File: src/design/twiddle_pkg.sv
`default_nettype none

package twiddle_pkg;

	localparam int W_DATA = 30;
	localparam int W_TW = 18;
	localparam int FRAC = 16;
	localparam int W_PROD = 49;
	localparam int LANES = 5;

	localparam real TWO_PI = 6.283185307179586;

	typedef enum logic [1:0]
	{
		R_16,
		R_32,
		R_64,
		R_128
	} radix_t;

	// Each radix code doubles the table length.
	function automatic int tw_len(radix_t radix);
		return 16 << radix;
	endfunction

	// Real part of entry a in a table of length len.
	function automatic logic signed [W_TW-1:0] tw_cos(int a, int len);
		real phase;
		phase = TWO_PI * (a % len) / len;
		return W_TW'(int'($cos(phase) * 2.0 ** FRAC));
	endfunction

	function automatic logic signed [W_TW-1:0] tw_sin_neg(int a, int len);
		real phase;
		phase = TWO_PI * (a % len) / len;
		return W_TW'(int'(-$sin(phase) * 2.0 ** FRAC));
	endfunction

endpackage

`default_nettype wire

File: src/design/stage_ctrl_if.sv
`timescale 1ns/1ps
`default_nettype none

// Run level and the configuration frozen for the current burst.
interface stage_ctrl_if;

	logic run;
	logic [7:0] addr_step;
	logic [7:0] exp_ceil;
	logic [7:0] exp_time;

	modport seq
	(
		output run,
		output addr_step,
		output exp_ceil,
		output exp_time
	);

	modport cnt
	(
		input run,
		input addr_step,
		input exp_ceil,
		input exp_time
	);

endinterface

`default_nettype wire

File: src/design/burst_seq_fsm.sv
`timescale 1ns/1ps
`default_nettype none

module burst_seq_fsm
(
	input logic clk,
	input logic rst_n,
	input logic in_val,
	input twiddle_pkg::radix_t factor,
	input logic [7:0] addr_step,
	input logic [7:0] exp_ceil,
	input logic [7:0] exp_time,
	output twiddle_pkg::radix_t radix,
	stage_ctrl_if.seq ctrl
);

	import twiddle_pkg::*;

	localparam logic IDLE = 1'b0;
	localparam logic RUN = 1'b1;

	logic state;
	logic state_next;

	radix_t radix_q;
	logic [7:0] step_q;
	logic [7:0] ceil_q;
	logic [7:0] time_q;

	always_comb
	begin
		state_next = state;
		case (state)
			IDLE:
				if (in_val)
					state_next = RUN;
			RUN:
				if (!in_val)
					state_next = IDLE;
			default:
				state_next = IDLE;
		endcase
	end

	// Configuration is sampled only in idle cycles, so a burst sees the values
	// that were present on the cycle before it started.
	always_ff @(posedge clk)
	begin
		if (!rst_n)
		begin
			state <= IDLE;
			radix_q <= R_16;
			step_q <= 8'd0;
			ceil_q <= 8'd1;
			time_q <= 8'd1;
		end
		else
		begin
			state <= state_next;
			if (state_next == IDLE)
			begin
				radix_q <= factor;
				step_q <= addr_step;
				ceil_q <= exp_ceil;
				time_q <= exp_time;
			end
		end
	end

	assign ctrl.run = (state_next == RUN);
	assign ctrl.addr_step = step_q;
	assign ctrl.exp_ceil = ceil_q;
	assign ctrl.exp_time = time_q;
	assign radix = radix_q;

	// A zero ceiling or period would leave the exponent counter without a wrap point.
	a_cfg_nonzero: assert property (@(posedge clk) disable iff (!rst_n)
		ctrl.run |-> (ctrl.exp_ceil != 8'd0) && (ctrl.exp_time != 8'd0));

endmodule

`default_nettype wire

File: src/flat_wrapper.sv
// flat-port wrapper written by rule: the top's interface ports become plain ports
module burst_seq_fsm_flat import twiddle_pkg::*;
  (clk, rst_n, in_val, factor, addr_step, exp_ceil, exp_time, radix, ctrl_run, ctrl_addr_step, ctrl_exp_ceil, ctrl_exp_time);
  stage_ctrl_if ctrl_i ();
  input logic clk;
  input logic rst_n;
  input logic in_val;
  input twiddle_pkg::radix_t factor;
  input logic [7:0] addr_step;
  input logic [7:0] exp_ceil;
  input logic [7:0] exp_time;
  output twiddle_pkg::radix_t radix;
  output wire logic [$bits(ctrl_i.run)-1:0] ctrl_run;
  output wire logic [$bits(ctrl_i.addr_step)-1:0] ctrl_addr_step;
  output wire logic [$bits(ctrl_i.exp_ceil)-1:0] ctrl_exp_ceil;
  output wire logic [$bits(ctrl_i.exp_time)-1:0] ctrl_exp_time;
  assign ctrl_run = ctrl_i.run;
  assign ctrl_addr_step = ctrl_i.addr_step;
  assign ctrl_exp_ceil = ctrl_i.exp_ceil;
  assign ctrl_exp_time = ctrl_i.exp_time;
  burst_seq_fsm u_core (.clk(clk), .rst_n(rst_n), .in_val(in_val), .factor(factor), .addr_step(addr_step), .exp_ceil(exp_ceil), .exp_time(exp_time), .radix(radix), .ctrl(ctrl_i));
endmodule
File: config.mk
export PLATFORM = sky130hd
export DESIGN_NAME = burst_seq_fsm_flat
export DESIGN_NICKNAME = d
export VERILOG_FILES = /design/src/design/twiddle_pkg.sv /design/src/design/stage_ctrl_if.sv /design/src/design/burst_seq_fsm.sv /design/src/flat_wrapper.sv
export SDC_FILE = /design/constraint.sdc
export NUM_CORES = 1
export LEC_CHECK = 0
export BUFFER_PORTS_ARGS = -buffer_cell sky130_fd_sc_hd__buf_2
export CORE_ASPECT_RATIO = 1.1
export CORE_MARGIN = 8
export CORE_UTILIZATION = 42
export DETAILED_ROUTE_END_ITERATION = 6
export HOLD_SLACK_MARGIN = 0.05
export PLACE_DENSITY = 0.78
export SYNTH_ARGS = -nofsm -noshare
export SYNTH_HDL_FRONTEND = slang
export SYNTH_SLANG_ARGS = --single-unit
File: constraint.sdc
create_clock -name clk -period 0.9 [get_ports clk]
set_input_delay 0.09 -clock clk [delete_from_list [all_inputs] [get_ports clk]]
set_output_delay 0.09 -clock clk [all_outputs]
set_load 0.005 [all_outputs]
==> metrics.csv <==
metric,value,unit
seq_area_frac_synth,0.518,
antenna_found_initial,0,
power.density,1460,nW/um^2
drtPass1Iterations,2,
core_area,2250,sq um
layout_min_cycle_time,0.878,ns
yosysWarnings,0,
root_buffer,clkbuf_4,
grt_pass1_vias,919,
dp_hpwl,1740,microns
syn_nets,113,
grt_usage,0.120,
p_comb_frac,0.183,
irDropWorstVdd,1.11,mV
final_core_util,0.772,
hold_viol,0,
ios,56,
cp_data_arrival_time,0.79,ns
holdCritPathClass,in2reg,
synth_edf_count,0,
start_util,0.446,
synth_top_area_frac,0.518,
gr-total-overflow,0,
num_vias,871,
vias_per_cell,4.44,
areaGrowthSynthToFinish,73.0,%
power_leakage,0.844,nW
grt_max_degree,27,
avgRoutedWirePerCell,14.7,microns
power.internal,1.99,mW
setup_tns,0,ns
grt_pass1_wl,4190,microns
cp_data_required_time,0.81,ns
cts-htree-levels,1,
cts_tree,built,
dieArea,4220,sq um
synth.area.top_cells,"dfxtp_1, mux2i_1, nor2b_1, buf_12, buf_6",
end_kind,primary output,
slowest_stage,dfxtp_2,
synthFlopType,dfxtp_1,
path_buf_inv,1,
fin_worst_skew,0,ns
die_w,62.6,microns
chipHeight,67.3,microns
critPathLaunchType,flop,
drc,0,
fillers,148,
cp_cell_sequence,buf_2,
max-slew-margin-rel,0.765,
p_sw_frac,0.214,
critPathLaunch,u_core.ctrl.exp_ceil[7]$_SDFFE_PN0N_,
synth.cell_area,1000,sq um
worst_pin_slew,0.353,ns
fmax,1140,MHz
p_seq_frac,0.504,
rr_startpoint,u_core.ctrl.exp_time[4]$_SDFFE_PN0N_,
numPortBuffers,55,
drtIter0Drc,41,
async_flop_share,0,
nets,196,
clk_pin_slew,0.14,ns
ys_types,8,
yosysTopAreaCell,dfxtp_1,
synth_common_cells,"dfxtp_1, mux2i_1, nor2b_1",
gp_congestion,0.706,
postRouteAntennaNets,0,
synth-seq-cells,26,
cts_buffer_depth,2,
clock_latency,0.31,ns
drv_slew,0,
clkPwrFrac,0.313,
outcome,finished clean,
min_from,rst_n,
p_sw,0.540,mW
antennaDiodeCount,0,
cts.sinks,26,
avgSynthCellArea,12.0,sq um
critPathKind,reg2out,
fin_crit_sh,0.976,
maxCapViolCount,0,
num_rows,18,
syn_inst,84,
path_delay_family,flip-flops,
layout-drive-gt1-share,0.530,
rsz0062_at_grt,true,
max_stage_delay,0.35,ns
setup_viol,0,
cts_buffers,3,
path_max_fanout,2,
wirelength,2890,microns
registers in the layout (all words and copies together), names as in the netlist:
signal	flops
u_core.ctrl.addr_step	8
u_core.ctrl.exp_ceil	8
u_core.radix	2
u_core.ctrl.exp_time	8
cells in the final DEF, fill, tap and decap left out:
cell type | synthesis | routed
nor2b_1 | 24 | 24
nand2_1 | 2 | 2
mux2i_1 | 26 | 26
dfxtp_2 | 0 | 26
bufinv_16 | 0 | 1
dlygate4sd3_1 | 0 | 26
buf_12 | 2 | 2
buf_6 | 1 | 15
buf_2 | 0 | 40
clkbuf_4 | 0 | 3
buf_4 | 1 | 1
power by group through the flow:
| stage | Combinational, mW | Sequential [mW] | Clock (mW) |
|---|---|---|---|
| 3_3_place_gp | 0.318 | 1.27 | 0 |
| 3_5_place_dp | 0.326 | 1.28 | 0 |
| 2_1_floorplan | 0.170 | 1.28 | 0 |
| 4_1_cts | 0.414 | 1.25 | 0.809 |
| 5_1_grt | 0.498 | 1.29 | 0.878 |
| 6_report | 0.464 | 1.28 | 0.791 |
path summary, 6_finish.rpt:
check,cells past startpoint,end,slack [ns]
worst min register to register,2,u_core.ctrl.exp_time[0]$_SDFFE_PN1N_,0.50
worst max-delay path,1,ctrl_exp_ceil[7],0.02
worst max register to register,3,u_core.ctrl.exp_time[4]$_SDFFE_PN0N_,0.16
worst min-delay path,2,u_core.ctrl.exp_ceil[0]$_SDFFE_PN1N_,0.10
cell families after synthesis:
family | count (synthesis) | synth area share
DFF | 26 | 0.518
buffers and inverters | 6 | 0.0660
muxes | 26 | 0.259
and+or+nand+nor | 26 | 0.157
per-layer routing:
layer	part of all wire	routed length, microns	vias up	track usage
met3	0.072	207	2	0.0563
met1	0.39	1110	397	0.115
met4	0.0094	27	0	0.0370
met5	0	0	-	0
met2	0.53	1540	35	0.229
li1	-	-	437	-
cell type report:
cell class	count	area, sq um	area share
repair buffers	84	677	0.389
flip-flops and latches	26	553	0.318
well taps	30	37.5	0.0216
multi-input cells	52	418	0.240
clock inverters	1	30.0	0.0173
clock buffers	3	22.5	0.0130
through the flow:
step	total power [mW]	cell area [sq um]	hold slack, ns	cells	setup WS (ns)
after floorplan	1.45	1000	0.215	84	0.191
after global placement	1.59	1290	0.306	165	0.127
after detailed placement	1.60	1290	0.310	165	0.0919
after CTS	2.47	1600	0.0995	195	0.0000501
after global routing	2.66	1740	0.114	196	-0.0318
final	2.53	1740	0.103	196	0.0217
timing repair:
item / 4_1_cts / 5_1_grt
buffers inserted: 0 / 1
endpoints found under the setup margin: 0 / 26
hold endpoints to repair: 26 / 0
resized for setup: 0 / 41
hold buffers: 26 / 0
No activity file was read; power rests on OpenSTA's default activity.
