[config.mk]
export PLATFORM = sky130hd
export DESIGN_NAME = twiddle_exp_counter_flat
export DESIGN_NICKNAME = d
export VERILOG_FILES = /design/src/design/twiddle_pkg.sv /design/src/design/stage_ctrl_if.sv /design/src/design/twiddle_exp_counter.sv /design/src/flat_wrapper.sv
export SDC_FILE = /design/constraint.sdc
export NUM_CORES = 1
export LEC_CHECK = 0
export BUFFER_PORTS_ARGS = -buffer_cell sky130_fd_sc_hd__buf_2
export CORE_MARGIN = 2
export CORE_UTILIZATION = 30
export DETAILED_ROUTE_END_ITERATION = 8
export GPL_ROUTABILITY_DRIVEN = 0
export GPL_TIMING_DRIVEN = 0
export PLACE_DENSITY_LB_ADDON = 0.1
export SLEW_MARGIN = 10
export SYNTH_ARGS = -nofsm -noshare
export SYNTH_HDL_FRONTEND = slang
export SYNTH_SLANG_ARGS = --single-unit
[constraint.sdc]
create_clock -name clk -period 5.38 [get_ports clk]
set_clock_uncertainty 0.1 [all_clocks]
set_input_delay 0.269 -clock clk [delete_from_list [all_inputs] [get_ports clk]]
set_output_delay 0.269 -clock clk [all_outputs]
set_load 0.005 [all_outputs]
[src/design/twiddle_pkg.sv]
`default_nettype none

package twiddle_pkg;

	localparam int W_DATA = 30;
	localparam int W_TW = 18;
	localparam int FRAC = 16;
	localparam int W_PROD = 49;
	localparam int LANES = 5;

	localparam real TWO_PI = 6.283185307179586;

	typedef enum logic [1:0]
	{
		R_16,
		R_32,
		R_64,
		R_128
	} radix_t;

	// Each radix code doubles the table length.
	function automatic int tw_len(radix_t radix);
		return 16 << radix;
	endfunction

	// Real part of entry a in a table of length len.
	function automatic logic signed [W_TW-1:0] tw_cos(int a, int len);
		real phase;
		phase = TWO_PI * (a % len) / len;
		return W_TW'(int'($cos(phase) * 2.0 ** FRAC));
	endfunction

	function automatic logic signed [W_TW-1:0] tw_sin_neg(int a, int len);
		real phase;
		phase = TWO_PI * (a % len) / len;
		return W_TW'(int'(-$sin(phase) * 2.0 ** FRAC));
	endfunction

endpackage

`default_nettype wire

[src/design/stage_ctrl_if.sv]
`timescale 1ns/1ps
`default_nettype none

// Run level and the configuration frozen for the current burst.
interface stage_ctrl_if;

	logic run;
	logic [7:0] addr_step;
	logic [7:0] exp_ceil;
	logic [7:0] exp_time;

	modport seq
	(
		output run,
		output addr_step,
		output exp_ceil,
		output exp_time
	);

	modport cnt
	(
		input run,
		input addr_step,
		input exp_ceil,
		input exp_time
	);

endinterface

`default_nettype wire

[src/design/twiddle_exp_counter.sv]
`timescale 1ns/1ps
`default_nettype none

module twiddle_exp_counter
(
	input logic clk,
	input logic rst_n,
	stage_ctrl_if.cnt ctrl,
	output logic [7:0] rdaddr [0:twiddle_pkg::LANES-1]
);

	import twiddle_pkg::*;

	logic [7:0] cnt;
	logic [7:0] n;
	logic cnt_wrap;
	logic n_wrap;

	assign cnt_wrap = (cnt == ctrl.exp_time - 8'd1);
	assign n_wrap = (n == ctrl.exp_ceil - 8'd1);

	// The inner counter sets how many valid cycles share one exponent index.
	always_ff @(posedge clk)
	begin
		if (!rst_n)
		begin
			cnt <= 8'd0;
			n <= 8'd0;
		end
		else if (!ctrl.run)
		begin
			cnt <= 8'd0;
			n <= 8'd0;
		end
		else if (cnt_wrap)
		begin
			cnt <= 8'd0;
			if (n_wrap)
				n <= 8'd0;
			else
				n <= n + 8'd1;
		end
		else
		begin
			cnt <= cnt + 8'd1;
		end
	end

	// Lane i reads exponent step*n*i; the ROM reduces it modulo the table length.
	always_comb
	begin
		for (int i = 0; i < LANES; i++)
			rdaddr[i] = ctrl.addr_step * n * 8'(i);
	end

	a_n_below_ceil: assert property (@(posedge clk) disable iff (!rst_n)
		ctrl.run |-> (n < ctrl.exp_ceil));

endmodule

`default_nettype wire

[src/flat_wrapper.sv]
// flat-port wrapper written by rule: the top's interface ports become plain ports
module twiddle_exp_counter_flat import twiddle_pkg::*;
  (clk, rst_n, rdaddr, ctrl_run, ctrl_addr_step, ctrl_exp_ceil, ctrl_exp_time);
  stage_ctrl_if ctrl_i ();
  input logic clk;
  input logic rst_n;
  output logic [7:0] rdaddr[0:twiddle_pkg::LANES-1];
  input wire logic [$bits(ctrl_i.run)-1:0] ctrl_run;
  input wire logic [$bits(ctrl_i.addr_step)-1:0] ctrl_addr_step;
  input wire logic [$bits(ctrl_i.exp_ceil)-1:0] ctrl_exp_ceil;
  input wire logic [$bits(ctrl_i.exp_time)-1:0] ctrl_exp_time;
  assign ctrl_i.run = ctrl_run;
  assign ctrl_i.addr_step = ctrl_addr_step;
  assign ctrl_i.exp_ceil = ctrl_exp_ceil;
  assign ctrl_i.exp_time = ctrl_exp_time;
  twiddle_exp_counter u_core (.clk(clk), .rst_n(rst_n), .ctrl(ctrl_i), .rdaddr(rdaddr));
endmodule
==> impl_metrics.env <==
export IMPL_grt_max_degree=11
export IMPL_cts_resized=0
export IMPL_num_antenna_cells=0
export IMPL_route_detailed_drc=0
export IMPL_seq_area_frac_synth_pct=13.1
export IMPL_track_usage_pct=12.4
export IMPL_startpoint_type="flop"
export IMPL_wire_per_inst_um=11.7
export IMPL_synth_largest_area_cell="ha_1"
export IMPL_p_clk_share_pct=33.8
export IMPL_start_util_pct=31.4
export IMPL_ys_warn_count=0
export IMPL_dieArea_um2=8910
export IMPL_pwr_share_seq_pct=45.5
export IMPL_setup_tns_ns=0
export IMPL_yosysMostFrequentCell="xnor2_1"
export IMPL_synth_edf_count=0
export IMPL_hpwl_um=4570
export IMPL_maxCapViolations=0
export IMPL_wl_um=5460
export IMPL_fillers=842
export IMPL_numPortBuffers=55
export IMPL_powerDensity_nw_per_um2=90.3
export IMPL_coreArea_um2=7810
export IMPL_slowest_stage="fa_1"
export IMPL_grt_overflow_total=0
export IMPL_slowest_delay_ns=0.54
export IMPL_ios=67
export IMPL_synth_common_cells="34 x xnor2_1, 26 x ha_1, 25 x buf_4"
export IMPL_fp_dieH_um=94.4
export IMPL_max_freq_ghz=0.198
export IMPL_yosys_area_top_type_share_pct=13.3
export IMPL_leakagePower_nw=1.45
export IMPL_cp_max_fo=9
export IMPL_timing_hold_violations_final=0
export IMPL_setup_viol=0
export IMPL_cts_sinks=16
export IMPL_post_drt_via_cell_ratio=4.50
export IMPL_netlist_area_um2=2450
export IMPL_grt_antenna_before_repair=0
export IMPL_syn2layout_area_growth_pct=19.6
export IMPL_layout_min_cycle_time_ns=5.05
export IMPL_async_flop_share_pct=0
export IMPL_worst_pin_slew_ns=0.596
export IMPL_combPwrFrac_pct=20.6
export IMPL_hold_buffers=0
export IMPL_cts_htree_levels=1
export IMPL_drt_first_pass_iters=4
export IMPL_fin_nets=434
export IMPL_swShare_pct=26.5
export IMPL_clockBufferDepth=2
export IMPL_grt_pass1_wl_um=9050
export IMPL_status="completed"
export IMPL_crit_type="reg2out"
export IMPL_synth_flop_cell="dfxtp_1"
export IMPL_ant_nets=0
export IMPL_path_cells="clkbuf_1 > nand2_1 > fa_1 > fa_1 > inv_1 > fa_1 > fa_1 > ha_1 > xnor2_1 > ha_1 > a21oi_1 > xor2_1 > xnor2_1 > buf_2"
export IMPL_layout_worst_path_cycle_share_pct=93.9
export IMPL_cts_inserted_buffers=3
export IMPL_maxSlewHeadroom_pct=59.9
export IMPL_fp_row_count=32
export IMPL_drtIter0Drc=64
export IMPL_clk_pin_slew_ns=0.06
export IMPL_cts_tree="yes"
export IMPL_cts_root_buf="clkbuf_8"
export IMPL_drive_above_1_share_pct=24.3
export IMPL_p_sw_mw=0.0700
export IMPL_cp_common_cell="fa_1"
export IMPL_first_global_vias=1995
export IMPL_critPathArrivalTime_ns=4.68
export IMPL_end_kind="primary output"
export IMPL_required_ns=5.01
export IMPL_postCtsSetupBuffers=0
export IMPL_chipWidth_um=94.4
export IMPL_place_ws_ns=0.422
export IMPL_vdd_ir_drop_max_mv=0.0670
export IMPL_ys_types=48
export IMPL_min_path_type="in2reg"
export IMPL_synthCells=299
export IMPL_vias=2107
export IMPL_p_int_mw=0.195
export IMPL_layout_setup_ws_ns=0.330
export IMPL_clk_latency_ns=0.25
export IMPL_finalMaxSlewViolations=0
export IMPL_syn_area_per_cell_um2=8.20
export IMPL_synth_seq_cells=16
export IMPL_rsz0062_at_grt="no"
export IMPL_synth_area_leaders="ha_1 13%, dfxtp_1 13%, xnor2_1 12%"
[critical path: cells and delay by family (launching register included)]
kind,cells,cell delay (ns)
fa+ha+maj,6,2.62
xor+xnor,3,0.67
buf+inv,3,0.51
flops,1,0.30
compound gates,1,0.19
simple gates,1,0.13
[power by group through the flow]
stage | Sequential (mW) | Combinational, mW | Clock, mW
2_1_floorplan | 0.123 | 0.0320 | 0
3_3_place_gp | 0.123 | 0.0543 | 0
3_5_place_dp | 0.123 | 0.0549 | 0
4_1_cts | 0.120 | 0.0550 | 0.0927
5_1_grt | 0.121 | 0.0615 | 0.0975
6_report | 0.120 | 0.0546 | 0.0896
[cell usage in the layout (no fill, tap or decap), types with 14 or more instances in the layout]
cell     count
nand2_1     21
nor2_1      16
a21oi_1     14
inv_1       18
xnor2_1     34
ha_1        26
buf_2       55
buf_4       25
and2_1      22
dfxtp_1     16
[through the flow]
stage	instances	util, %	total power [mW]	area [um^2]	hold WS, ns
2_1_floorplan	309	-	0.155	2490	0.359
3_3_place_gp	466	37.0	0.177	2890	0.400
3_5_place_dp	466	37.0	0.178	2890	0.400
4_1_cts	469	37.6	0.268	2930	0.403
5_1_grt	468	37.5	0.280	2930	0.423
6_report	468	37.5	0.265	2930	0.386
[sequential cells by signal (all words and copies together), names as in the netlist]
signal and cells:
u_core.cnt 8, u_core.n 8
[worst paths after layout]
check | startpoint | end | slack [ns] | cells after the start
worst max-delay path | u_core.n[3] | rdaddr[15] | 0.33 | 14
worst min-delay path | rst_n | u_core.cnt[1] | 0.39 | 3
worst max register to register | u_core.cnt[6] | u_core.n[3] | 2.79 | 6
worst min register to register | u_core.cnt[0] | u_core.cnt[0] | 0.41 | 1
[area by class of cell]
class / count / area, um^2 / share of cell area, %
Buffer: 32 / 215 / 7.34
Tap cell: 102 / 128 / 4.36
Multi-Input combinational cell: 242 / 1880 / 64.3
Clock buffer: 3 / 41.3 / 1.41
Inverter: 18 / 67.6 / 2.31
Timing Repair Buffer: 55 / 275 / 9.39
Sequential cell: 16 / 320 / 10.9
[kinds of logic after synthesis]
family / share of synthesized area, %
AO/OA/AOI/OAI: 12.4
XOR/XNOR: 16.1
adder cells (fa/ha/maj): 23.9
buffers and inverters: 11.6
flip-flops: 13.1
multiplexers: 0.408
other: 0.153
AND/OR/NAND/NOR: 22.4
[layer usage]
| metal | track usage (%) | vias to the layer above | share of wire (%) |
|---|---|---|---|
| met4 | 2.17 | 0 | 0.46 |
| met1 | 17.2 | 960 | 51 |
| li1 | - | 1114 | - |
| met5 | 0 | - | 0 |
| met3 | 0.958 | 4 | 2.5 |
| met2 | 21.4 | 29 | 46 |
Power figures use the tool's default switching activity.
